<file path="src/design/keypad_pkg.sv">
package keypad_pkg;

    localparam int NUM_PADS         = 4;
    localparam int NUM_ROWS         = 4;
    localparam int NUM_COLS         = 4;
    localparam int PAD_IDX_W        = 2;
    localparam int KEY_CODE_W       = 4;       // Row index times 4 plus column index
    localparam int DEBOUNCE_TICKS   = 20;      // Ticks between first and second scan
    localparam int DEFAULT_TICK_DIV = 100000;  // 1 ms at 100 MHz
    localparam int FIFO_DEPTH       = 4;

    // Derived widths
    localparam int ROW_IDX_W  = $clog2(NUM_ROWS);
    localparam int COL_IDX_W  = $clog2(NUM_COLS);
    localparam int DEB_CNT_W  = $clog2(DEBOUNCE_TICKS);
    localparam int FIFO_PTR_W = $clog2(FIFO_DEPTH);
    localparam int FIFO_CNT_W = $clog2(FIFO_DEPTH + 1);

    // Scanner output, row and column index in one byte
    typedef struct packed {
        logic [3:0] row;
        logic [3:0] col;
    } key_coord_t;

    // Queue entry and top-level output
    typedef struct packed {
        logic [PAD_IDX_W-1:0]  pad;
        logic [KEY_CODE_W-1:0] code;
    } key_event_t;

    typedef enum logic [2:0] {
        st_idle,
        st_scan_first,
        st_debounce,
        st_scan_second,
        st_wait_release
    } scan_state_t;

endpackage

</file>
<file path="src/design/scan_tick_gen.sv">
`timescale 1ns/100ps

module scan_tick_gen
    import keypad_pkg::*;
#(
    parameter int tick_div = DEFAULT_TICK_DIV
) (
    input  logic clk,
    input  logic rst_n,
    output logic scan_tick
);

    localparam int CNT_W = (tick_div > 1) ? $clog2(tick_div) : 1;

    logic [CNT_W-1:0] tick_cnt;
    logic             wrap;

    assign wrap = (tick_cnt == CNT_W'(tick_div - 1));

    // One counter paces every pad so all scanners step in lockstep
    always_ff @(posedge clk) begin
        if (!rst_n) begin
            tick_cnt  <= '0;
            scan_tick <= 1'b0;
        end else begin
            scan_tick <= wrap;                  // Registered pulse on the wrap
            if (wrap) begin
                tick_cnt <= '0;
            end else begin
                tick_cnt <= tick_cnt + 1'b1;
            end
        end
    end

endmodule

</file>
<file path="src/design/keypad_scanner.sv">
`timescale 1ns/100ps

module keypad_scanner
    import keypad_pkg::*;
(
    input  logic                clk,
    input  logic                rst_n,
    input  logic                scan_tick,
    input  logic [NUM_ROWS-1:0] row_in,
    output logic [NUM_COLS-1:0] col_out,
    output logic                press_strobe,
    output key_coord_t          press_coord
);

    logic [NUM_ROWS-1:0]  row_meta;
    logic [NUM_ROWS-1:0]  row_sync;
    scan_state_t          state;
    logic [COL_IDX_W-1:0] col_idx;
    logic [DEB_CNT_W-1:0] deb_cnt;
    key_coord_t           first_coord;

    logic [NUM_ROWS-1:0]  row_low;
    logic                 any_low;
    logic                 one_low;
    logic [ROW_IDX_W-1:0] row_idx;
    key_coord_t           cur_coord;
    logic                 last_col;

    // Active-low drive pattern for a single column
    function automatic logic [NUM_COLS-1:0] col_drive(input logic [COL_IDX_W-1:0] idx);
        return ~(NUM_COLS'(1) << idx);
    endfunction

    // Two-flop row synchronizer, idles at all high
    always_ff @(posedge clk) begin
        if (!rst_n) begin
            row_meta <= '1;
            row_sync <= '1;
        end else begin
            row_meta <= row_in;
            row_sync <= row_meta;
        end
    end

    // Encode the low rows of the current pattern
    always_comb begin
        row_low = ~row_sync;
        any_low = |row_low;
        one_low = any_low && ((row_low & (row_low - 1'b1)) == '0);
        row_idx = '0;
        for (int r = NUM_ROWS - 1; r >= 0; r--) begin
            if (row_low[r]) begin
                row_idx = ROW_IDX_W'(r);
            end
        end
    end

    always_comb begin
        cur_coord.row = 4'(row_idx);
        cur_coord.col = 4'(col_idx);
        last_col      = (col_idx == COL_IDX_W'(NUM_COLS - 1));
    end

    always_ff @(posedge clk) begin
        if (!rst_n) begin
            state        <= st_idle;
            col_idx      <= '0;
            deb_cnt      <= '0;
            col_out      <= '0;
            press_strobe <= 1'b0;
        end else begin
            press_strobe <= 1'b0;
            if (scan_tick) begin
                case (state)
                    st_idle: begin
                        if (any_low) begin
                            state   <= st_scan_first;
                            col_idx <= '0;
                            col_out <= col_drive('0);
                        end
                    end
                    st_scan_first, st_scan_second: begin
                        if (!any_low) begin
                            if (last_col) begin
                                state   <= st_idle;     // Nothing found in any column
                                col_out <= '0;
                            end else begin
                                col_idx <= col_idx + 1'b1;
                                col_out <= col_drive(col_idx + 1'b1);
                            end
                        end else begin
                            col_out <= '0;
                            if (!one_low) begin
                                state <= st_wait_release;   // Ghosting
                            end else if (state == st_scan_first) begin
                                state   <= st_debounce;
                                deb_cnt <= '0;
                            end else begin
                                state        <= st_wait_release;
                                press_strobe <= (cur_coord == first_coord);
                            end
                        end
                    end
                    st_debounce: begin
                        if (!any_low) begin
                            state <= st_idle;           // Bounce or short tap
                        end else if (deb_cnt == DEB_CNT_W'(DEBOUNCE_TICKS - 1)) begin
                            state   <= st_scan_second;
                            col_idx <= '0;
                            col_out <= col_drive('0);
                        end else begin
                            deb_cnt <= deb_cnt + 1'b1;
                        end
                    end
                    st_wait_release: begin
                        if (!any_low) begin
                            state <= st_idle;
                        end
                    end
                    default: state <= st_idle;
                endcase
            end
        end
    end

    always_ff @(posedge clk) begin
        if (scan_tick && one_low) begin
            if (state == st_scan_first) begin
                first_coord <= cur_coord;
            end
            if (state == st_scan_second) begin
                press_coord <= cur_coord;       // Valid with the strobe
            end
        end
    end

endmodule

</file>
<file path="src/design/key_event_collector.sv">
`timescale 1ns/100ps

module key_event_collector
    import keypad_pkg::*;
(
    input  logic                clk,
    input  logic                rst_n,
    input  logic [NUM_PADS-1:0] press_strobe,
    input  key_coord_t          press_coord [NUM_PADS],
    input  logic                key_pop,
    output key_event_t          key_event,
    output logic                fifo_empty,
    output logic                overflow
);

    logic [NUM_PADS-1:0]   pending;
    key_coord_t            held_coord [NUM_PADS];
    logic [PAD_IDX_W-1:0]  rr_ptr;
    logic                  grant_valid;
    logic [PAD_IDX_W-1:0]  grant_idx;
    logic [NUM_PADS-1:0]   served;
    key_event_t            new_event;

    key_event_t            fifo_mem [FIFO_DEPTH];
    logic [FIFO_PTR_W-1:0] wr_ptr;
    logic [FIFO_PTR_W-1:0] rd_ptr;
    logic [FIFO_CNT_W-1:0] fifo_cnt;
    logic                  fifo_full;
    logic                  do_push;
    logic                  do_pop;

    // Search starts at the pad after the last one served
    always_comb begin : rr_search
        logic [PAD_IDX_W-1:0] idx;
        grant_valid = 1'b0;
        grant_idx   = '0;
        for (int i = 1; i <= NUM_PADS; i++) begin
            idx = PAD_IDX_W'(rr_ptr + i);
            if (!grant_valid && pending[idx]) begin
                grant_valid = 1'b1;
                grant_idx   = idx;
            end
        end
    end

    assign served = grant_valid ? (NUM_PADS'(1) << grant_idx) : '0;

    always_comb begin
        new_event.pad  = grant_idx;
        new_event.code = KEY_CODE_W'(held_coord[grant_idx].row * NUM_COLS
                                     + held_coord[grant_idx].col);
    end

    always_ff @(posedge clk) begin
        if (!rst_n) begin
            pending <= '0;
            rr_ptr  <= PAD_IDX_W'(NUM_PADS - 1);   // First search begins at pad 0
        end else begin
            for (int p = 0; p < NUM_PADS; p++) begin
                if (served[p]) begin
                    pending[p] <= press_strobe[p];
                end else if (press_strobe[p]) begin
                    pending[p] <= 1'b1;
                end
            end
            if (grant_valid) begin
                rr_ptr <= grant_idx;
            end
        end
    end

    // Hold the coordinate until the pad is served
    always_ff @(posedge clk) begin
        for (int p = 0; p < NUM_PADS; p++) begin
            if (press_strobe[p] && (!pending[p] || served[p])) begin
                held_coord[p] <= press_coord[p];
            end
        end
    end

    assign fifo_full  = (fifo_cnt == FIFO_CNT_W'(FIFO_DEPTH));
    assign fifo_empty = (fifo_cnt == '0);
    assign do_push    = grant_valid && !fifo_full;
    assign do_pop     = key_pop && !fifo_empty;
    assign key_event  = fifo_mem[rd_ptr];

    always_ff @(posedge clk) begin
        if (!rst_n) begin
            wr_ptr   <= '0;
            rd_ptr   <= '0;
            fifo_cnt <= '0;
            overflow <= 1'b0;
        end else begin
            if (do_push) begin
                wr_ptr <= wr_ptr + 1'b1;
            end
            if (do_pop) begin
                rd_ptr <= rd_ptr + 1'b1;
            end
            case ({do_push, do_pop})
                2'b10:   fifo_cnt <= fifo_cnt + 1'b1;
                2'b01:   fifo_cnt <= fifo_cnt - 1'b1;
                default: fifo_cnt <= fifo_cnt;
            endcase
            if (grant_valid && fifo_full) begin
                overflow <= 1'b1;                   // Sticky until reset
            end
        end
    end

    always_ff @(posedge clk) begin
        if (do_push) begin
            fifo_mem[wr_ptr] <= new_event;
        end
    end

endmodule

</file>
<file path="src/design/keypad_subsystem.sv">
`timescale 1ns/100ps

module keypad_subsystem
    import keypad_pkg::*;
#(
    parameter int tick_div = DEFAULT_TICK_DIV
) (
    input  logic                clk,
    input  logic                rst_n,
    input  logic [NUM_ROWS-1:0] row_in [NUM_PADS],
    output logic [NUM_COLS-1:0] col_out [NUM_PADS],
    input  logic                key_pop,
    output key_event_t          key_event,
    output logic                fifo_empty,
    output logic                overflow
);

    logic                scan_tick;
    logic [NUM_PADS-1:0] press_strobe;
    key_coord_t          press_coord [NUM_PADS];

    scan_tick_gen #(
        .tick_div (tick_div)
    ) i_scan_tick_gen (
        .clk       (clk),
        .rst_n     (rst_n),
        .scan_tick (scan_tick)
    );

    // One scanner per keypad, all paced by the same tick
    for (genvar p = 0; p < NUM_PADS; p++) begin : g_pad
        keypad_scanner i_keypad_scanner (
            .clk          (clk),
            .rst_n        (rst_n),
            .scan_tick    (scan_tick),
            .row_in       (row_in[p]),
            .col_out      (col_out[p]),
            .press_strobe (press_strobe[p]),
            .press_coord  (press_coord[p])
        );
    end

    key_event_collector i_key_event_collector (
        .clk          (clk),
        .rst_n        (rst_n),
        .press_strobe (press_strobe),
        .press_coord  (press_coord),
        .key_pop      (key_pop),
        .key_event    (key_event),
        .fifo_empty   (fifo_empty),
        .overflow     (overflow)
    );

endmodule

</file>
<file path="config.mk">
export PLATFORM = sky130hd
export DESIGN_NAME = keypad_subsystem
export DESIGN_NICKNAME = d
export VERILOG_FILES = /design/src/design/keypad_pkg.sv /design/src/design/scan_tick_gen.sv /design/src/design/keypad_scanner.sv /design/src/design/key_event_collector.sv /design/src/design/keypad_subsystem.sv
export SDC_FILE = /design/constraint.sdc
export NUM_CORES = 1
export LEC_CHECK = 0
export ABC_CLOCK_PERIOD_IN_PS = 3700
export BUFFER_PORTS_ARGS = -buffer_cell sky130_fd_sc_hd__buf_2
export CORE_AREA = 2 2 95 165
export DETAILED_ROUTE_END_ITERATION = 10
export DIE_AREA = 0 0 97 167
export PLACE_DENSITY = 0.87
export SLEW_MARGIN = 10
export SYNTH_ARGS = -nofsm -noshare
export SYNTH_HDL_FRONTEND = slang
export SYNTH_SLANG_ARGS = --single-unit
export TNS_END_PERCENT = 5
</file>
<file path="constraint.sdc">
create_clock -name clk -period 3.7 [get_ports clk]
set_input_delay 0.37 -clock clk [delete_from_list [all_inputs] [get_ports clk]]
set_output_delay 0.37 -clock clk [all_outputs]
set_load 0.05 [all_outputs]
</file>
**Yosys cells after proc, flatten, opt, wreduce, memory -nomap -nowiden**

Memory sizes are Yosys's and may differ from the RTL's. A register that Yosys moved wholly into a read port is not among the register bits.
Cells that the tools add are included.

- Output and inout bits: 24
- Logic and storage cells: 446
- Bits in writable memories: 40
- Memories kept: 2
- Memory bits (read-only): 0
- Bits in latches: 0
- Input port bits: 19
- Register bits after elaboration: 156

- Bitwise logic cells: 26
- $lt $le $gt $ge: 4
- Eq/ne operators: 80
- Shift operators: 5
- Reductions and logical operators: 90
- Divide/modulo/power cells: 0
- Add/sub/neg operators: 22
- Mux-type cells: 162
- $mul: 0

Memories:

| memory | depth | width | rd ports | clocked after memory_dff | wr ports | line | text |
|---|---|---|---|---|---|---|---|
| i_key_event_collector.fifo_mem | 4 | 6 | 1 | 1 | 1 | key_event_collector.sv:24 | `key_event_t fifo_mem [FIFO_DEPTH];` |
| i_key_event_collector.held_coord | 4 | 4 | 1 | 0 | 4 | key_event_collector.sv:17 | `key_coord_t held_coord [NUM_PADS];` |

Operators by type and width:

| cell | count |
|---|---|
| $mux W5 | 20 |
| $mux W3 | 32 |
| $mux W2 | 42 |
| $mux W4 | 21 |
| $reduce_and A7 Y1 | 8 |
| $ne A2 B1 Y1 const B | 24 |
| $pmux W3 S4 | 4 |
| $pmux W4 S3 | 4 |
| $pmux W5 S2 | 4 |
| $reduce_and A5 Y1 | 8 |
| $ne A2 B2 Y1 const B | 16 |
| $not A4 Y4 | 8 |
| $mux W1 | 26 |
| $eq A3 B2 Y1 const B | 8 |
| $pmux W2 S3 | 4 |
| $reduce_or A6 Y1 | 4 |
| $add A5 B1 Y5 const B | 4 |
| $eq A5 B5 Y1 const B | 4 |
| $shl A1 B2 Y4 const A | 5 |
| $logic_and A1 B1 Y1 | 18 |
| $reduce_bool A2 Y1 | 9 |
| $add A17 B1 Y17 const B | 1 |
| $eq A17 B17 Y1 const B | 1 |
| $add A2 B1 Y2 const B | 8 |
| other kinds (25) | 106 |

**Logic depth before layout (Yosys ltp)**

- Word-level depth: 19
- Gate-level depth with buffers: 9
- Mapped depth without buffers: 9

**Modules after synthesis**

Synthesis repeated with hierarchy kept, for this count alone.

- Cell total of the unflattened synthesis: 893
- Area total of the unflattened synthesis: 9718.1 um^2

By module, submodules not included:

| module | times used | area an instance (um^2) | cells an instance | seq. area each (um^2) |
|---|---|---|---|---|
| keypad_scanner (g_pad[0].i_keypad_scanner ...) | 2 | 1602.8 | 159 | 700.7 |
| keypad_scanner (g_pad[2].i_keypad_scanner ...) | 2 | 1522.7 | 154 | 700.7 |
| key_event_collector | 1 | 2637.5 | 177 | 1761.7 |
| scan_tick_gen | 1 | 829.5 | 90 | 360.3 |

**Least setup slack after synthesis**

OpenSTA, ideal clock, no wires.

- Kind: register to register
- Start: reg i_key_event_collector.fifo_cnt[2]
- End: reg i_key_event_collector.fifo_cnt[2]
- Setup time: 0.071 ns
- Stages on the path, launching flop included: 9
- Arrival: 2.718 ns
- Clock period less this slack: 2.789 ns
- Required time: 3.629 ns
- Path slack: 0.911 ns
- Path through: dfxtp_1 > nor3_1 > nor2b_1 > ha_1 > inv_1 > fa_1 > xor2_1 > or3_1 > a21oi_1

- Word-level cells in the longest chain between the ends: 5
- Elaborated cells between the ends (all ways): 12
- Classes of those cells: add/sub: 2; eq/ne: 3; mux: 1; reduce/logical: 6

Ends and longest elaborated chain:

| item | line | text |
|---|---|---|
| start: declaration | key_event_collector.sv:27 | `logic [FIFO_CNT_W-1:0] fifo_cnt;` |
| start signal: assignment | key_event_collector.sv:101 | `2'b10: fifo_cnt <= fifo_cnt + 1'b1;` |
| start signal: assignment | key_event_collector.sv:102 | `2'b01: fifo_cnt <= fifo_cnt - 1'b1;` |
| start signal: assignment | key_event_collector.sv:103 | `default: fifo_cnt <= fifo_cnt;` |
| $logic_not A3 Y1 (*) | key_event_collector.sv:82 | `assign fifo_empty = (fifo_cnt == '0);` |
| net fifo_empty | keypad_subsystem.sv:14 | `output logic fifo_empty,` |
| $logic_not A1 Y1 (*) | key_event_collector.sv:84 | `assign do_pop = key_pop && !fifo_empty;` |
| $logic_and A1 B1 Y1 (*) | key_event_collector.sv:84 |  |
| net i_key_event_collector.do_pop | key_event_collector.sv:30 | `logic do_pop;` |
| $eq A2 B1 Y1 / $eq A2 B2 Y1 (equally long branches) | key_event_collector.sv:100 | `case ({do_push, do_pop})` |
| $pmux W3 S2 / $reduce_bool A2 Y1 (equally long branches) | -- |  |

The timed path passes the listed nets; every way through them passes the cells marked *.
A chain may end at the register's enable or synchronous reset.

**Worst setup path in the final report**

- Start: reg i_key_event_collector.pending[3]
- End: reg i_key_event_collector.fifo_cnt[2]

- Word-level cells in the longest chain between the ends: 15
- Elaborated cells between the ends (all ways): 23
- Classes of those cells: eq/ne: 2; mux: 13; reduce/logical: 8

Ends and longest elaborated chain:

| item | line | text |
|---|---|---|
| start: declaration | key_event_collector.sv:16 | `logic [NUM_PADS-1:0] pending;` |
| start signal: indexed assignment | key_event_collector.sv:61 | `pending[p] <= press_strobe[p];` |
| $bmux W1 S2 | key_event_collector.sv:39 | `if (!grant_valid && pending[idx]) begin` |
| $mux W1 (not written as such) | key_event_collector.sv:39 |  |
| $mux W1 | key_event_collector.sv:39 |  |
| $logic_not A1 Y1 | key_event_collector.sv:39 |  |
| $logic_and A1 B1 Y1 | key_event_collector.sv:39 |  |
| $mux W1 | key_event_collector.sv:39 |  |
| $logic_not A1 Y1 | key_event_collector.sv:39 |  |
| $logic_and A1 B1 Y1 | key_event_collector.sv:39 |  |
| $mux W1 | key_event_collector.sv:39 |  |
| $logic_not A1 Y1 | key_event_collector.sv:39 |  |
| $logic_and A1 B1 Y1 | key_event_collector.sv:39 |  |
| $mux W1 (*) | key_event_collector.sv:39 |  |
| $logic_and A1 B1 Y1 (*) | key_event_collector.sv:83 | `assign do_push = grant_valid && !fifo_full;` |
| $eq A2 B1 Y1 / $eq A2 B2 Y1 (equally long branches) | key_event_collector.sv:100 |  |
| $pmux W3 S2 / $reduce_bool A2 Y1 (equally long branches) | -- |  |

Mark *: on every way between the ends. The rest lies on a longest branch, timed or not. The select of a mux whose other input is x is not followed.

==> summary.txt <==
Status - finished, final reports clean
Slew Limit Fails - 0
Pre-antenna DRT Iters - 7
Largest delay share family, worst path - simple AND/OR/NAND/NOR gates
Crit-path cells - nor4_1 -> a21oi_1 -> inv_1 -> ha_1 -> inv_1 -> fa_1 -> xor2_1 -> or3_1 -> a21oi_1
Most frequent cell after synthesis - dfxtp_1
Post-DP Area - 0.00902 mm^2
Resize count post-CTS - 0
Routed Antenna Nets - 0
CTS Buffer Depth - 2
Fillers - 1,080
Peak supply drop - 350 uV
Synthesized cell area - 0.00870 mm^2
Setup-failing EPs final - 0
Crit-path max FO - 7
Iter 0 DRT Violations - 486
Vias in the first global route - 6,019
Post-Syn Nets - 865
EDFF count, synth - 72
ANT cells - 0
Clock Latency Late Sink - 420 ps
Share of cells above drive strength 1 - 0.106
Crit path DAT - 3050 ps
Final wirelength - 16,600 um
Leakage power - 3.62 nW
CP Buf/Inv Count - 2
Critical-path top delay cell - nor4_1
Max-Cap Viols - 0
Hold_buf cts - 0
FF+latch count, synth - 198
CP Launch Point - i_key_event_collector.pending[3]
Num CTS Buffers - 17
Setup WS post-layout - 1000 ps
Avg Cell Area, Syn - 10.6 um^2
Die Span X - 97 um
Post-CTS setup repair buffer count - 0
GR Util All Layers - 0.208
Setup_tns - 0 ps
Core Util, Final - 0.646
Final nets - 894
Fin. Hold Viols - 0
Largest net degree at the start of global routing - 58
H-tree level count - 4
Power Density - 434 mW/mm^2
Worst setup SP type - register
Vias per cell - 5.93
Critical path depth - 9
Clock power frac - 0.421
Residual DRC count - 0
Critical R2R Launch - i_key_event_collector.pending[3]
DR WL/cell - 15.9 um
Hold_sp - row_in[2]
Logic pwr share - 0.031
First-pass GRT wire length - 27,800 um
Yosys top cell by area - dfxtp_1
Post-synth top area share - 0.290
Post-synthesis sequential area ratio - 0.538
Peak Freq - 371 MHz
Via count - 6,196
RSZ-0062 raised after global routing - false
Sequential share of power - 0.547
Top cells by count, synth - dfxtp_1, edfxtp_1, nor2_1
R2R depth - 9
Buffers added on ports - 42
Die area - 0.0162 mm^2
CTS sink count - 198
Yosys warns - 0
Worst Max-Slew Pin Slew - 900 ps
Area of the core - 0.0148 mm^2
Initial antenna violation count - 0
Ys flop type - dfxtp_1
Relative slew slack - 0.395
Crit Path Category - register to register
Final HPWL DP - 11,300 um
Int Pwr - 3.23 mW
HP Class - input pin to register
I/O Pins - 43
Sw Ratio - 0.224
Synth top area cells - dfxtp_1, edfxtp_1, ha_1
Fin crit period - 2700 ps
Final critical-path share of the clock period - 0.728
CP max stage delay - 570 ps
Hold path depth - 2
Root buffer cell - clkbuf_16
Final setup skew - 7.24 ps
Sw power - 0.931 mW
Post-Layout Inst Area - 0.00958 mm^2
Worst setup EP type - register
CTS tree - done
GRT overflow - 0
Synth unique cells - 66
Post-synth ARST share - 0
Pre-CTS WS - 1120 ps
Standard-cell row count - 59
Clk slew on worst S/H paths - 70 ps
Initial core utilization - 0.586
Die Ht - 167 um
Area growth syn-to-layout - 10.1%
GPL Wtd Cong - 0.873
Post-Synthesis Cells - 819
Data required time of the worst path - 4050 ps
cell usage in the layout, fill, tap and decap left out, types with 4 or more instances in the layout:
cell,Yosys,final
inv_1,41,41
a21boi_0,9,9
a21oi_1,47,47
nand2b_1,46,46
clkbuf_16,0,18
nor3_1,14,14
and3_1,7,7
nand4_1,10,10
xnor2_1,16,16
a21o_1,5,5
and4_1,10,10
mux4_2,6,6
edfxtp_1,72,72
nand3_1,22,22
nand2_1,39,39
mux2i_1,32,32
ha_1,26,26
inv_4,0,4
o21ai_0,27,27
o31ai_1,7,7
nand3b_1,4,4
and2_1,6,6
or3_1,12,12
o21a_1,7,7
o21ai_1,6,6
a211oi_1,6,6
nor3b_1,5,5
xor2_1,29,29
o22ai_1,6,6
clkinv_4,0,4
buf_2,5,42
a311oi_1,4,4
nor2b_1,9,9
nor2_1,69,69
nor4_1,10,10
dfxtp_1,126,126
o41ai_1,4,4
registers in the layout (all words and copies together) (netlist names), named ones only:
name                                 cells
g_pad.i_keypad_scanner.press_coord      16
i_key_event_collector.fifo_mem          24
i_key_event_collector.fifo_cnt           3
g_pad.i_keypad_scanner.press_strobe      4
g_pad.i_keypad_scanner.state            12
g_pad.i_keypad_scanner.col_idx           8
g_pad.i_keypad_scanner.col_out          16
g_pad.i_keypad_scanner.row_sync         16
g_pad.i_keypad_scanner.row_meta         16
i_key_event_collector.pending            4
i_scan_tick_gen.scan_tick                1
i_key_event_collector.overflow           1
g_pad.i_keypad_scanner.first_coord      16
i_key_event_collector.held_coord        16
g_pad.i_keypad_scanner.deb_cnt          20
i_scan_tick_gen.tick_cnt                17
i_key_event_collector.rd_ptr             2
i_key_event_collector.wr_ptr             2
i_key_event_collector.rr_ptr             2
worst reg2reg max path: stages (launching register included):
cell and delay [ps]:
dfxtp_1 380, nor4_1 570, a21oi_1 240, inv_1 100, ha_1 180, inv_1 70
fa_1 430, xor2_1 170, or3_1 320, a21oi_1 160
cell families after synthesis:
kind of cell / share of synthesized area
buffers and inverters: 0.0344
DFF: 0.538
adders and majority gates: 0.0397
xor gates and xnor gates: 0.0453
and+or+nand+nor: 0.175
AOI/OAI and AO/OA: 0.114
muxes: 0.0536
final timing paths:
path | end | slack [ps]
worst min-delay path | g_pad[3].i_keypad_scanner.row_meta[2] | 120
worst min register to register | g_pad[0].i_keypad_scanner.row_sync[0] | 410
worst max register to register | i_key_event_collector.fifo_cnt[2] | 1000
worst max-delay path | i_key_event_collector.fifo_cnt[2] | 1000
final cells by class:
class / instances / area, um^2 / area share
timing repair buffer: 45 / 233 / 0.0243
clock inverter: 14 / 114 / 0.0119
tap: 183 / 229 / 0.0239
clock buffer: 18 / 450 / 0.0470
multi-input combinational: 545 / 3720 / 0.388
inverter: 41 / 154 / 0.0161
sequential: 198 / 4680 / 0.489
metrics by stage:
stage	hold slack, ps	power (mW)	cells
finish	118	4.16	1044
detailed placement	396	2.45	1012
floorplan	386	2.42	819
global placement	391	2.45	1012
CTS	104	4.19	1044
global route	105	4.30	1044
power by group through the flow:
stage,clock network [mW],logic [mW],registers [mW]
4_1_cts,1.78,0.129,2.28
3_3_place_gp,0,0.122,2.33
2_1_floorplan,0,0.100,2.32
6_report,1.75,0.130,2.28
5_1_grt,1.88,0.143,2.28
3_5_place_dp,0,0.125,2.33
metal layers:
metal	GRT usage	part of all wire	routed length [um]	vias up
li1	-	-	-	2989
met2	0.386	0.55	9110	202
met5	0	0	0	-
met1	0.223	0.38	6260	2956
met4	0.102	0.035	586	0
met3	0.0407	0.040	672	49
Power figures use the tool's default switching activity.
